`config.mk`:
```
export PLATFORM = sky130hd
export DESIGN_NAME = sifhTop
export DESIGN_NICKNAME = d
export VERILOG_FILES = /design/src/logic/sifhPkg.sv /design/src/logic/passSequencer.sv /design/src/logic/sampleFilter.sv /design/src/logic/histogramBins.sv /design/src/logic/peakTracker.sv /design/src/logic/windowCalc.sv /design/src/logic/sifhTop.sv
export VERILOG_INCLUDE_DIRS = /design/src /design/src/logic
export SDC_FILE = /design/constraint.sdc
export NUM_CORES = 1
export LEC_CHECK = 0
export BUFFER_PORTS_ARGS = -buffer_cell sky130_fd_sc_hd__clkbuf_2
export CORE_MARGIN = 1.5
export CORE_UTILIZATION = 54
export CTS_CLUSTER_DIAMETER = 30
export DETAILED_ROUTE_END_ITERATION = 16
export GPL_TIMING_DRIVEN = 0
export HOLD_SLACK_MARGIN = 0.08
export PLACE_DENSITY = 0.71
export SKIP_LAST_GASP = 1
export SYNTH_ARGS = -nofsm -noshare
export SYNTH_HDL_FRONTEND = slang
export SYNTH_SLANG_ARGS = --single-unit
```
`constraint.sdc`:
```
create_clock -name clk -period 6.95 [get_ports clk]
set_clock_uncertainty 0.05 [all_clocks]
set_input_delay 0.3475 -clock clk [delete_from_list [all_inputs] [get_ports clk]]
set_output_delay 0.3475 -clock clk [all_outputs]
set_load 0.05 [all_outputs]
```
`src/logic/sifh_settings.svh`:
```
// sizes of the SiFH peak finder
// timestamp and bin address widths, pixel, sample and acquisition counts
// width of the per-bin hit counters
`ifndef SIFH_SETTINGS_SVH
`define SIFH_SETTINGS_SVH

// timestamp width in bits
`define Np 8

// histogram bin address width, 2^Nb bins per pixel
`define Nb 4

// pixels sharing one histogram array
`define PIXEL_NUM 2

// timestamps per pixel in one acquisition
`define DATA_NUM 2

// acquisitions per pass
`define ACQ_NUM 4

// bin counter width, holds DATA_NUM * ACQ_NUM hits
`define COUNT_W 4

`endif

```
`src/logic/sifhPkg.sv`:
```
// shared types of the SiFH pipeline
// sample word union, pipeline stage structs, peak, window and result sets
`include "sifh_settings.svh"

package sifhPkg;

    // pixel index width, never below one bit
    localparam int PIX_W = (`PIXEL_NUM > 1) ? $clog2(`PIXEL_NUM) : 1;

    typedef logic [PIX_W-1:0] pixelIdx;

    // coarse view of a timestamp
    typedef struct packed {
        logic [`Nb-1:0]     coarseBin;
        logic [`Np-`Nb-1:0] remainder;
    } coarseSplit;

    // one timestamp word
    // raw for the fine pass, split for the coarse pass
    typedef union packed {
        logic [`Np-1:0] raw;
        coarseSplit     coarse;
    } sampleWord;

    // sequencer tag of the strobed sample
    typedef struct packed {
        pixelIdx pixel;
        logic    finePass;
        logic    firstOfPass;
        logic    lastOfPass;
    } seqTag;

    // filter to histogram stage
    typedef struct packed {
        logic           valid;
        logic           firstOfPass;
        logic           lastOfPass;
        logic           finePass;
        pixelIdx        pixel;
        logic [`Nb-1:0] bin;
    } binWrite;

    // histogram to peak stage
    typedef struct packed {
        logic                valid;
        logic                firstOfPass;
        logic                lastOfPass;
        logic                finePass;
        pixelIdx             pixel;
        logic [`Nb-1:0]      bin;
        logic [`COUNT_W-1:0] count;
    } countUpdate;

    // peak bin per pixel
    typedef struct packed {
        logic [`PIXEL_NUM-1:0][`Nb-1:0] bin;
    } peakSet;

    // fine window of one pixel
    typedef struct packed {
        logic [`Np-1:0] lo;
        logic [`Np-1:0] hi;
    } windowEntry;

    typedef struct packed {
        windowEntry [`PIXEL_NUM-1:0] entry;
    } windowSet;

    // absolute peak timestamp per pixel
    typedef struct packed {
        logic [`PIXEL_NUM-1:0][`Np-1:0] value;
    } resultSet;

endpackage

```
`src/logic/passSequencer.sv`:
```
// sample sequencer of the SiFH peak finder
// sample, pixel and acquisition counters
// pass bit and pass start and end flags of the strobed sample
`include "sifh_settings.svh"

module passSequencer (
    input  logic           clk,
    input  logic           combin_res,
    input  logic           wrEn,
    output sifhPkg::seqTag tag,
    output logic           finePass
);

    import sifhPkg::*;

    localparam int sampleW = (`DATA_NUM > 1) ? $clog2(`DATA_NUM) : 1;
    localparam int acqW    = (`ACQ_NUM > 1) ? $clog2(`ACQ_NUM) : 1;

    logic [sampleW-1:0] sampleCnt;
    pixelIdx            pixelCnt;
    logic [acqW-1:0]    acqCnt;
    logic               sampleWrap;
    logic               pixelWrap;
    logic               acqWrap;

    // ************************************************************
    // wrap points of the three counters
    // ************************************************************
    assign sampleWrap = (sampleCnt == sampleW'(`DATA_NUM - 1));
    assign pixelWrap  = (pixelCnt == PIX_W'(`PIXEL_NUM - 1));
    assign acqWrap    = (acqCnt == acqW'(`ACQ_NUM - 1));

    // tag of the sample strobed this cycle
    assign tag.pixel       = pixelCnt;
    assign tag.finePass    = finePass;
    assign tag.firstOfPass = (sampleCnt == '0) && (pixelCnt == '0) && (acqCnt == '0);
    assign tag.lastOfPass  = sampleWrap && pixelWrap && acqWrap;

    // ************************************************************
    // counters, advanced once per strobe
    // ************************************************************
    always_ff @(posedge clk or negedge combin_res) begin
        if (!combin_res) begin
            sampleCnt <= '0;
            pixelCnt  <= '0;
            acqCnt    <= '0;
            finePass  <= 1'b0;
        end else if (wrEn) begin
            if (sampleWrap) begin
                sampleCnt <= '0;
                if (pixelWrap) begin
                    pixelCnt <= '0;
                    if (acqWrap) begin
                        // pass complete, swap coarse and fine
                        acqCnt   <= '0;
                        finePass <= ~finePass;
                    end else begin
                        acqCnt <= acqCnt + 1'b1;
                    end
                end else begin
                    pixelCnt <= pixelCnt + 1'b1;
                end
            end else begin
                sampleCnt <= sampleCnt + 1'b1;
            end
        end
    end

endmodule

```
`src/logic/sampleFilter.sv`:
```
// input stage of the SiFH pipeline
// coarse bin selection, fine window test and offset removal
`include "sifh_settings.svh"

module sampleFilter (
    input  logic               clk,
    input  logic               combin_res,
    input  logic               wrEn,
    input  sifhPkg::sampleWord data,
    input  sifhPkg::seqTag     tag,
    input  sifhPkg::windowSet  windows,
    output sifhPkg::binWrite   binOut
);

    import sifhPkg::*;

    windowEntry     pixWindow;
    logic           inWindow;
    logic [`Np-1:0] offset;
    binWrite        binNext;

    // window of the pixel being delivered
    assign pixWindow = windows.entry[tag.pixel];
    assign inWindow  = (data.raw >= pixWindow.lo) && (data.raw <= pixWindow.hi);
    // distance above delta, fits in Nb bits inside the window
    assign offset    = data.raw - pixWindow.lo;

    always_comb begin
        binNext = '0;
        if (wrEn) begin
            // flags travel even when the sample is dropped
            binNext.firstOfPass = tag.firstOfPass;
            binNext.lastOfPass  = tag.lastOfPass;
            binNext.finePass    = tag.finePass;
            binNext.pixel       = tag.pixel;
            if (tag.finePass) begin
                binNext.valid = inWindow;
                binNext.bin   = offset[`Nb-1:0];
            end else begin
                // top bits of the timestamp
                binNext.valid = 1'b1;
                binNext.bin   = data.coarse.coarseBin;
            end
        end
    end

    always_ff @(posedge clk or negedge combin_res) begin
        if (!combin_res) begin
            binOut <= '0;
        end else begin
            binOut <= binNext;
        end
    end

endmodule

```
`src/logic/histogramBins.sv`:
```
// histogram stage of the SiFH pipeline
// per-pixel bin counters with valid bits
// single-cycle read-modify-write, whole array invalidated at pass start
`include "sifh_settings.svh"

module histogramBins (
    input  logic                clk,
    input  logic                combin_res,
    input  sifhPkg::binWrite    binIn,
    output sifhPkg::countUpdate countOut
);

    import sifhPkg::*;

    localparam int binNum = 1 << `Nb;

    logic [`COUNT_W-1:0]               binCount [`PIXEL_NUM][binNum];
    logic [`PIXEL_NUM-1:0][binNum-1:0] binValid;
    logic                              hitValid;
    logic [`COUNT_W-1:0]               newCount;
    countUpdate                        countNext;

    // ************************************************************
    // read side
    // ************************************************************
    // stale bins and pass start both read as empty
    assign hitValid = binValid[binIn.pixel][binIn.bin] && !binIn.firstOfPass;
    assign newCount = (hitValid ? binCount[binIn.pixel][binIn.bin] : '0) + 1'b1;

    always_comb begin
        countNext.valid       = binIn.valid;
        countNext.firstOfPass = binIn.firstOfPass;
        countNext.lastOfPass  = binIn.lastOfPass;
        countNext.finePass    = binIn.finePass;
        countNext.pixel       = binIn.pixel;
        countNext.bin         = binIn.bin;
        // dropped samples forward no count
        countNext.count       = binIn.valid ? newCount : '0;
    end

    // ************************************************************
    // write side
    // ************************************************************
    always_ff @(posedge clk or negedge combin_res) begin
        if (!combin_res) begin
            binValid <= '0;
            countOut <= '0;
        end else begin
            if (binIn.firstOfPass) begin
                binValid <= '0;
            end
            // own bit set after the sweep, last write wins
            if (binIn.valid) begin
                binValid[binIn.pixel][binIn.bin] <= 1'b1;
            end
            countOut <= countNext;
        end
    end

    // counter storage
    always_ff @(posedge clk) begin
        if (binIn.valid) begin
            binCount[binIn.pixel][binIn.bin] <= newCount;
        end
    end

endmodule

```
`src/logic/peakTracker.sv`:
```
// peak stage of the SiFH pipeline
// running maximum and its bin per pixel, snapshot at pass end
`include "sifh_settings.svh"

module peakTracker (
    input  logic                clk,
    input  logic                combin_res,
    input  sifhPkg::countUpdate countIn,
    output sifhPkg::peakSet     peaks,
    output logic                snapshot,
    output logic                snapshotFine
);

    import sifhPkg::*;

    logic [`COUNT_W-1:0] maxCount [`PIXEL_NUM];
    logic [`Nb-1:0]      maxBin [`PIXEL_NUM];
    logic [`COUNT_W-1:0] nextCount [`PIXEL_NUM];
    logic [`Nb-1:0]      nextBin [`PIXEL_NUM];

    // compare against restarted maxima on the first item of a pass
    always_comb begin
        for (int i = 0; i < `PIXEL_NUM; i++) begin
            nextCount[i] = countIn.firstOfPass ? '0 : maxCount[i];
            nextBin[i]   = countIn.firstOfPass ? '0 : maxBin[i];
            // strictly greater, earlier bin keeps a tie
            if (countIn.valid && (countIn.pixel == PIX_W'(i)) &&
                (countIn.count > nextCount[i])) begin
                nextCount[i] = countIn.count;
                nextBin[i]   = countIn.bin;
            end
        end
    end

    always_ff @(posedge clk or negedge combin_res) begin
        if (!combin_res) begin
            for (int i = 0; i < `PIXEL_NUM; i++) begin
                maxCount[i] <= '0;
                maxBin[i]   <= '0;
            end
            snapshot     <= 1'b0;
            snapshotFine <= 1'b0;
        end else begin
            for (int i = 0; i < `PIXEL_NUM; i++) begin
                maxCount[i] <= nextCount[i];
                maxBin[i]   <= nextBin[i];
            end
            // one-cycle pulse after the last sample of a pass
            snapshot     <= countIn.lastOfPass;
            snapshotFine <= countIn.lastOfPass && countIn.finePass;
        end
    end

    // published peaks, includes the last item's update
    always_ff @(posedge clk) begin
        if (countIn.lastOfPass) begin
            for (int i = 0; i < `PIXEL_NUM; i++) begin
                peaks.bin[i] <= nextBin[i];
            end
        end
    end

endmodule

```
`src/logic/windowCalc.sv`:
```
// window placement and result stage of the SiFH pipeline
// clamped fine windows from coarse peaks, absolute result from fine peaks
`include "sifh_settings.svh"

module windowCalc (
    input  logic              clk,
    input  logic              combin_res,
    input  sifhPkg::peakSet   peaks,
    input  logic              snapshot,
    input  logic              snapshotFine,
    output sifhPkg::windowSet windows,
    output sifhPkg::resultSet result,
    output logic              resultStrobe
);

    import sifhPkg::*;

    // window width, half width and highest allowed lower bound
    localparam int binSpan  = 1 << `Nb;
    localparam int sbOffset = binSpan / 2;
    localparam int topLo    = (1 << `Np) - binSpan;

    // window around a coarse peak, held inside the timestamp range
    function automatic windowEntry placeWindow(input logic [`Nb-1:0] peakBin);
        windowEntry w;
        int         ch;
        int         lo;
        int         hi;
        // coarse peak back on the timestamp scale
        ch = int'(peakBin) << (`Np - `Nb);
        if (ch <= sbOffset) begin
            lo = 0;
        end else if (ch + sbOffset > topLo) begin
            lo = topLo;
        end else begin
            lo = ch - sbOffset;
        end
        hi = lo + binSpan - 1;
        w.lo = lo[`Np-1:0];
        w.hi = hi[`Np-1:0];
        return w;
    endfunction

    always_ff @(posedge clk or negedge combin_res) begin
        if (!combin_res) begin
            windows      <= '0;
            result       <= '0;
            resultStrobe <= 1'b0;
        end else begin
            resultStrobe <= snapshot && snapshotFine;
            for (int i = 0; i < `PIXEL_NUM; i++) begin
                if (snapshot && !snapshotFine) begin
                    windows.entry[i] <= placeWindow(peaks.bin[i]);
                end
                // fine peak plus delta
                if (snapshot && snapshotFine) begin
                    result.value[i] <= windows.entry[i].lo + peaks.bin[i];
                end
            end
        end
    end

endmodule

```
`src/logic/sifhTop.sv`:
```
// top level of the two-pass SiFH peak finder
// sequencer, filter, histogram, peak and window stages in a chain
module sifhTop (
    input  logic               clk,
    input  logic               combin_res,
    input  logic               wrEn,
    input  sifhPkg::sampleWord data,
    output sifhPkg::resultSet  result,
    output logic               resultStrobe,
    output logic               finePass
);

    import sifhPkg::*;

    seqTag      tag;
    binWrite    binStage;
    countUpdate countStage;
    peakSet     peaks;
    logic       snapshot;
    logic       snapshotFine;
    windowSet   windows;

    // ************************************************************
    // sample path
    // ************************************************************
    passSequencer i_seq (
        .clk        (clk),
        .combin_res (combin_res),
        .wrEn       (wrEn),
        .tag        (tag),
        .finePass   (finePass)
    );

    // windows fed back from the last stage
    sampleFilter i_filter (
        .clk        (clk),
        .combin_res (combin_res),
        .wrEn       (wrEn),
        .data       (data),
        .tag        (tag),
        .windows    (windows),
        .binOut     (binStage)
    );

    histogramBins i_hist (
        .clk        (clk),
        .combin_res (combin_res),
        .binIn      (binStage),
        .countOut   (countStage)
    );

    // ************************************************************
    // peak and result path
    // ************************************************************
    peakTracker i_peak (
        .clk          (clk),
        .combin_res   (combin_res),
        .countIn      (countStage),
        .peaks        (peaks),
        .snapshot     (snapshot),
        .snapshotFine (snapshotFine)
    );

    windowCalc i_window (
        .clk          (clk),
        .combin_res   (combin_res),
        .peaks        (peaks),
        .snapshot     (snapshot),
        .snapshotFine (snapshotFine),
        .windows      (windows),
        .result       (result),
        .resultStrobe (resultStrobe)
    );

endmodule

```
Word level (Yosys, flattened, before mapping)
Memories as Yosys holds them, arrays and structs flattened.
Index checks and enable logic that the tools add are counted.

operators by class
  add/subtract/negate cells = 15
  magnitude comparators = 15
  equality and inequality tests = 1
  muxes and demuxes = 41
  bitwise logic cells = 6
  reduce and logical (&&, ||, !) cells = 22

operators with widths
  cell                   number
  $mux W16               5
  $gt A32 B9 Y1 const B  2
  $mux W32               2
  $mux W64               1
  $mux W4                14
  $mux W8                6
  $or A32 B32 Y32        1
  $add A8 B4 Y9 const B  2
  $add A8 B4 Y8          2
  $add A8 B6 Y8 const B  2
  $bmux W4 S4            1
  $demux W16 S1          1
  $demux W4 S4           1
  $le A8 B4 Y1 const B   2
  $logic_and A1 B1 Y1    16
  $sub A8 B2 Y8 const B  2
  $sub A8 B4 Y8 const B  2
  $mux W9                1
  $ge A8 B8 Y1           1
  $gt A4 B4 Y1           2
  $le A8 B8 Y1           1
  $mux W1                6
  $ge A5 B5 Y1 const B   1
  $lt A4 B5 Y1 const B   1
  19 further kinds       25

word-level totals
  register bits after elaboration = 134
  RAM bits = 128
  bits of input ports = 11
  output and inout bits = 18
  logic and storage cells = 135
  memories kept = 1

memories
  name             depth  width  rd ports  clocked after Yosys merged registers in  wr ports  line                 source
  i_hist.binCount  2      64     1         0                                        1         histogramBins.sv:17  logic [`COUNT_W-1:0] binCount [`PIXEL_NUM][binNum];

Depth between registers and ports, before layout
  depth in word-level cells = 8
  depth in mapped cells = 13
  mapped depth without buffers = 10

By module
A second synthesis with hierarchy kept.

unflattened totals
  cell total of the unflattened synthesis = 791
  area total of the unflattened synthesis = 11,303.3 um2

by module, submodules not included
  module         times used  cells an instance  area an instance (um2)  seq. area each (um2)
  histogramBins  1           388                6,899.1                 4,969.8
  windowCalc     1           211                2,043.2                 950.9
  peakTracker    1           84                 1,201.2                 690.7
  sampleFilter   1           86                 899.6                   225.2
  passSequencer  1           22                 260.2                   125.1

Worst setup path after synthesis
OpenSTA, ideal clock, no wires.

  path type = register to register
  from = register i_filter.binOut[4] (netlist bit)
  to = memory i_hist.binCount[0][10] (netlist bit), data pin
  setup time = 0.388 ns
  arrival = 3.517 ns
  data required time = 6.512 ns
  setup slack = 2.995 ns
  cell stages (with the launch flop) = 13
  path buffers = 4
  period minus slack after synthesis = 3.955 ns
  cell sequence = dfrtp_1 buf_6 buf_4 buf_4 buf_4 mux2i_1 o22ai_1 o21bai_1 a41oi_1 nand3_1 inv_1 ha_1 xnor2_1

on the way
  word-level cells in the longest chain between the ends = 7
  elaborated cells between the ends (all ways) = 11
  classes of those cells = add/sub: 1; mux: 8; reduce/logical: 1; memory: 1

ends and longest elaborated chain
  element                                       line                 source
  from (decl)                                   sampleFilter.sv:12   output sifhPkg::binWrite binOut
  from (signal assigned)                        sampleFilter.sv:51   binOut <= binNext;
  $mux W16 (implied by the code) (2 in series)  histogramBins.sv:27  assign hitValid = binValid[binIn.pixel][binIn.bin] && !binIn.firstOfPass;
  $bmux W1 S4                                   histogramBins.sv:27
  $mux W1 (implied by the code)                 histogramBins.sv:27
  $logic_and A1 B1 Y1                           histogramBins.sv:27
  $mux W4 *                                     histogramBins.sv:28  assign newCount = (hitValid ? binCount[binIn.pixel][binIn.bin] : '0) + 1'b1;
  $add A4 B1 Y4 *                               histogramBins.sv:28
  net i_hist.newCount[2]                        histogramBins.sv:20  logic [`COUNT_W-1:0] newCount;
  to (decl)                                     histogramBins.sv:17

Mark *: on every way through the listed nets, which the timed path passes. The rest lies on a longest branch. The select of a mux whose other input is x is not followed.

Worst setup path in the final report
  from = register i_filter.binOut[1] (netlist bit)
  to = memory i_hist.binCount[0][57] (netlist bit), data pin

on the way
  word-level cells in the longest chain between the ends = 6
  elaborated cells between the ends (all ways) = 9
  classes of those cells = add/sub: 1; mux: 6; bitwise: 1; reduce/logical: 1

ends and longest elaborated chain
  element                                      line
  $not A4 Y5 (implied by the code)             histogramBins.sv:28
  $bmux W4 S4                                  histogramBins.sv:28
  $mux W4 (implied by the code) (2 in series)  histogramBins.sv:28
  $mux W4 *                                    histogramBins.sv:28
  $add A4 B1 Y4 *                              histogramBins.sv:28
  net i_hist.newCount[1]                       histogramBins.sv:20

Marks and branches as above.

==> impl_results.md <==
* Outcome: completed
* Min Clock Period, post-route at 5156 ps
* Worst setup SP type: register
* Antenna violations before repair at 0
* Top cell type's share of synthesized area at a little under two fifths
* Crit path kind: register to register
* H-tree Lvls at 2
* Commonest non-fill, non-tap cells in the layout: edfxtp_1 (136), dfrtp_1 (115), nand2_1 (58)
* Final nets at 875
* Root Buffer: clkbuf_16
* Clock slew at reported path FFs at 50 ps
* Synth unique cells at 48
* Avg Vias per Cell at just under 6
* Mapped Cells at about 750
* Compound-gate portion of the synthesized area at under 10%
* Die area at ~0.021 mm^2
* Syn nets at 796
* Xor-xnor portion of the synthesized cell area at 1.300%
* Mapped Area at between 0.01 and 0.015 mm^2
* Grt total ovfl at 0
* Placed Instances at 1045
* Top cells by area, synth: edfxtp_1 (38%), dfrtp_1 (27%), mux4_2 (6.9%)
* Fraction of layout cells with a size suffix above 1 at a little under a fifth
* Starting Density at around 55%
* Fmax at between 150 and 200 MHz
* Post-synth top area cell: edfxtp_1
* VDD IR max at around 240 uV
* Die width at between 100 and 150 um
* CP cell instances: buf_2 -> buf_4 -> buf_2 -> nand2_1 -> o22ai_1 -> o21ai_1 -> a41oi_1 -> nand3_1 -> inv_1 -> ha_1
* Worst-path maximum fanout at 34
* Most common cell type on the critical path: buf_2
* Clock tree from TritonCTS: done
* Adder-Cell Fraction of Synth Area at just under 4%
* Endpoints failing hold at 0
* Max cap viols at 0
* Worst slew pin tran at approximately 1300 ps
* Yosys reg bits at 251
* Finished Layout Cells at 1132
* Largest family of logic cells by synthesized area: multiplexers
* Later-pin clock latency in the skew report at 550 ps
* Routability cong. at around 0.87
* Tot GR Track Use at between 20% and 30%
* Period utilization at between 70% and 80%
* Slew headroom at 16.00%
* Multiplexer share of the synthesized area at 13.00%
* Die Y at ~140 um
* Final setup vio count at 0
* Initial DRC count at 534
* Area taken by multi-input logic gates at 0.003565 mm^2
* Commonest non-fill, non-tap cell in the layout: edfxtp_1
* Clock Path Buffers at 3
* Req. time, crit path at 7060 ps
* First-pass GRT wire length at approximately 38 mm
* Sequential share of the synthesized area at ~65%
* Critical path's slowest cell: nand3_1
* Pwr dens at 447.6 mW/mm^2
* DRC viols at 0
* Worst path max stage delay at 1000 ps
* Vias in the first global route at 6984
* Post-CTS Setup Bufs at 0
* RSZ-0062 raised after global routing: no
* Vias at roughly 6600
* Post-synth ARST share at between 40% and 50%
* Ys Warns at 0
* TritonCTS Buffers at 45
* Pins Over Slew Limit at 0
* Leak at roughly 5.5 nW
* Register Area at 0.006962 mm^2
* Largest net degree at the start of global routing at between 100 and 150
* Simple-gate share of the synthesized area at 7.891%
* DP Wirelength at between 15 and 20 mm
* WL final at ~24 mm
* Worst min path class: input port to register
* Syn-to-layout area delta at 20.36%
* Diode count at 0
* Average wire per standard cell at 21.22 um
* Drt first pass iters at 6
* DRT antenna net count at 0
* Core area at ~0.020 mm^2
* Post-synth EDFFs at about 140
* Syn Area/Cell at around 14 um^2
* Crit path DAT at about 5300 ps
* Buffers on Ports at 28
* Clock Sink Count at between 200 and 300
* FILL cells at around 1400
* Fin Setup TNS at 0 ps
* Critical Path End Type: register
* Main synth FF type: edfxtp_1
* I/O pin cnt at 29
* Site Rows at 51
state kept, by name, summed over array words and instances, names as in the netlist:
name,count
i_seq.acqCnt,2
i_peak.snapshotFine,1
i_hist.binCount,128
i_peak.maxCount,8
i_peak.snapshot,1
i_hist.binValid,32
i_hist.countOut,13
i_seq.finePass,1
i_window.result,16
i_seq.sampleCnt,1
i_peak.peaks,8
i_peak.maxBin,8
i_seq.pixelCnt,1
i_window.windows,21
i_window.resultStrobe,1
i_filter.binOut,9
layer usage:
layer,track usage (%),up-vias,share of wire [%]
li1,-,2959,-
met1,29.58,3325,39
met2,44.04,252,53
met3,4.669,66,5.8
met4,9.250,0,3.0
met5,0,-,0
per-stage QoR:
step	area (um^2)	total power [mW]	utilization, %	hold slack, ps	setup slack [ps]
6_report	12980	5.808	66.46	94.45	1794
3_3_place_gp	11250	3.371	57.63	285.5	1299
2_1_floorplan	10780	3.049	-	1.909	2995
5_1_grt	12980	6.067	66.46	95.83	1317
4_1_cts	12980	5.835	66.46	80.49	1779
3_5_place_dp	11290	3.462	57.80	285.8	1891
worst max-delay path, delay by kind of cell (launching register included):
kind            cells  cell delay [ps]
fa+ha+maj           1              900
simple gates        2             1180
flops               1              540
buf+inv             4             1250
compound gates      3              810
path summary, 6_finish.rpt:
check,start,end,slack [ps],cells past startpoint
max in group asynchronous,combin_res,i_hist.countOut[7],5770,2
min in group asynchronous,combin_res,i_window.result[0],480,2
hold / removal,data[0],i_filter.binOut[0],90,3
hold reg to reg,i_filter.binOut[6],i_hist.countOut[10],300,0
setup / recovery,i_filter.binOut[1],i_hist.binCount[0][57],1790,10
setup reg to reg,i_filter.binOut[1],i_hist.binCount[0][57],1790,10
layout make-up:
class	instances	share of cell area, %
Inverter	30	0.8678
Tap cell	265	2.555
Timing Repair Buffer	32	1.495
Sequential cell	251	53.65
Clock inverter	30	3.452
Multi-Input combinational cell	438	27.47
Buffer	32	1.176
Clock buffer	54	9.334
synthesized netlist by cell type, types with 2 or more instances:
cell / n
nand3b_1: 5
o21a_1: 9
buf_1: 5
inv_2: 2
buf_4: 4
mux2i_1: 50
dfrtp_1: 115
edfxtp_1: 136
nor3b_1: 3
o22ai_1: 8
o21ai_0: 12
o2111ai_1: 3
ha_1: 34
o211ai_1: 4
clkbuf_1: 19
o21ai_1: 21
xor2_1: 9
a21o_1: 35
a311oi_1: 2
nor3_1: 15
nor2b_1: 10
nor2_1: 40
nand3_1: 12
xnor2_1: 7
nand2_1: 58
mux2_2: 13
or3_1: 3
buf_6: 2
mux4_2: 33
a31oi_1: 3
and2_1: 6
inv_1: 28
a21oi_1: 10
nand4_1: 6
nand2b_1: 15
buf_2: 2
repair_timing:
| item | CTS | global route |
|---|---|---|
| hold buffers | 3 | 0 |
| endpoints found under the hold margin | 119 | 0 |
| gates resized for setup | 0 | 0 |
power by group:
group / internal [mW] / total [mW] / switching (mW) / leakage (nW)
logic: 0.531 / 1.30 / 0.768 / 1.92
clock network: 1.57 / 2.35 / 0.781 / 0.797
registers: 2.00 / 2.16 / 0.161 / 2.76
total: 4.10 / 5.81 / 1.71 / 5.48
kinds of logic (layout without fill, tap and decap cells):
family	Yosys count	count (layout)
compound gates	113	113
xor+xnor	16	16
fa+ha+maj	34	34
buf+inv	62	178
flops	251	251
mux	97	97
simple gates	178	178
No activity file was read; power rests on OpenSTA's default activity.
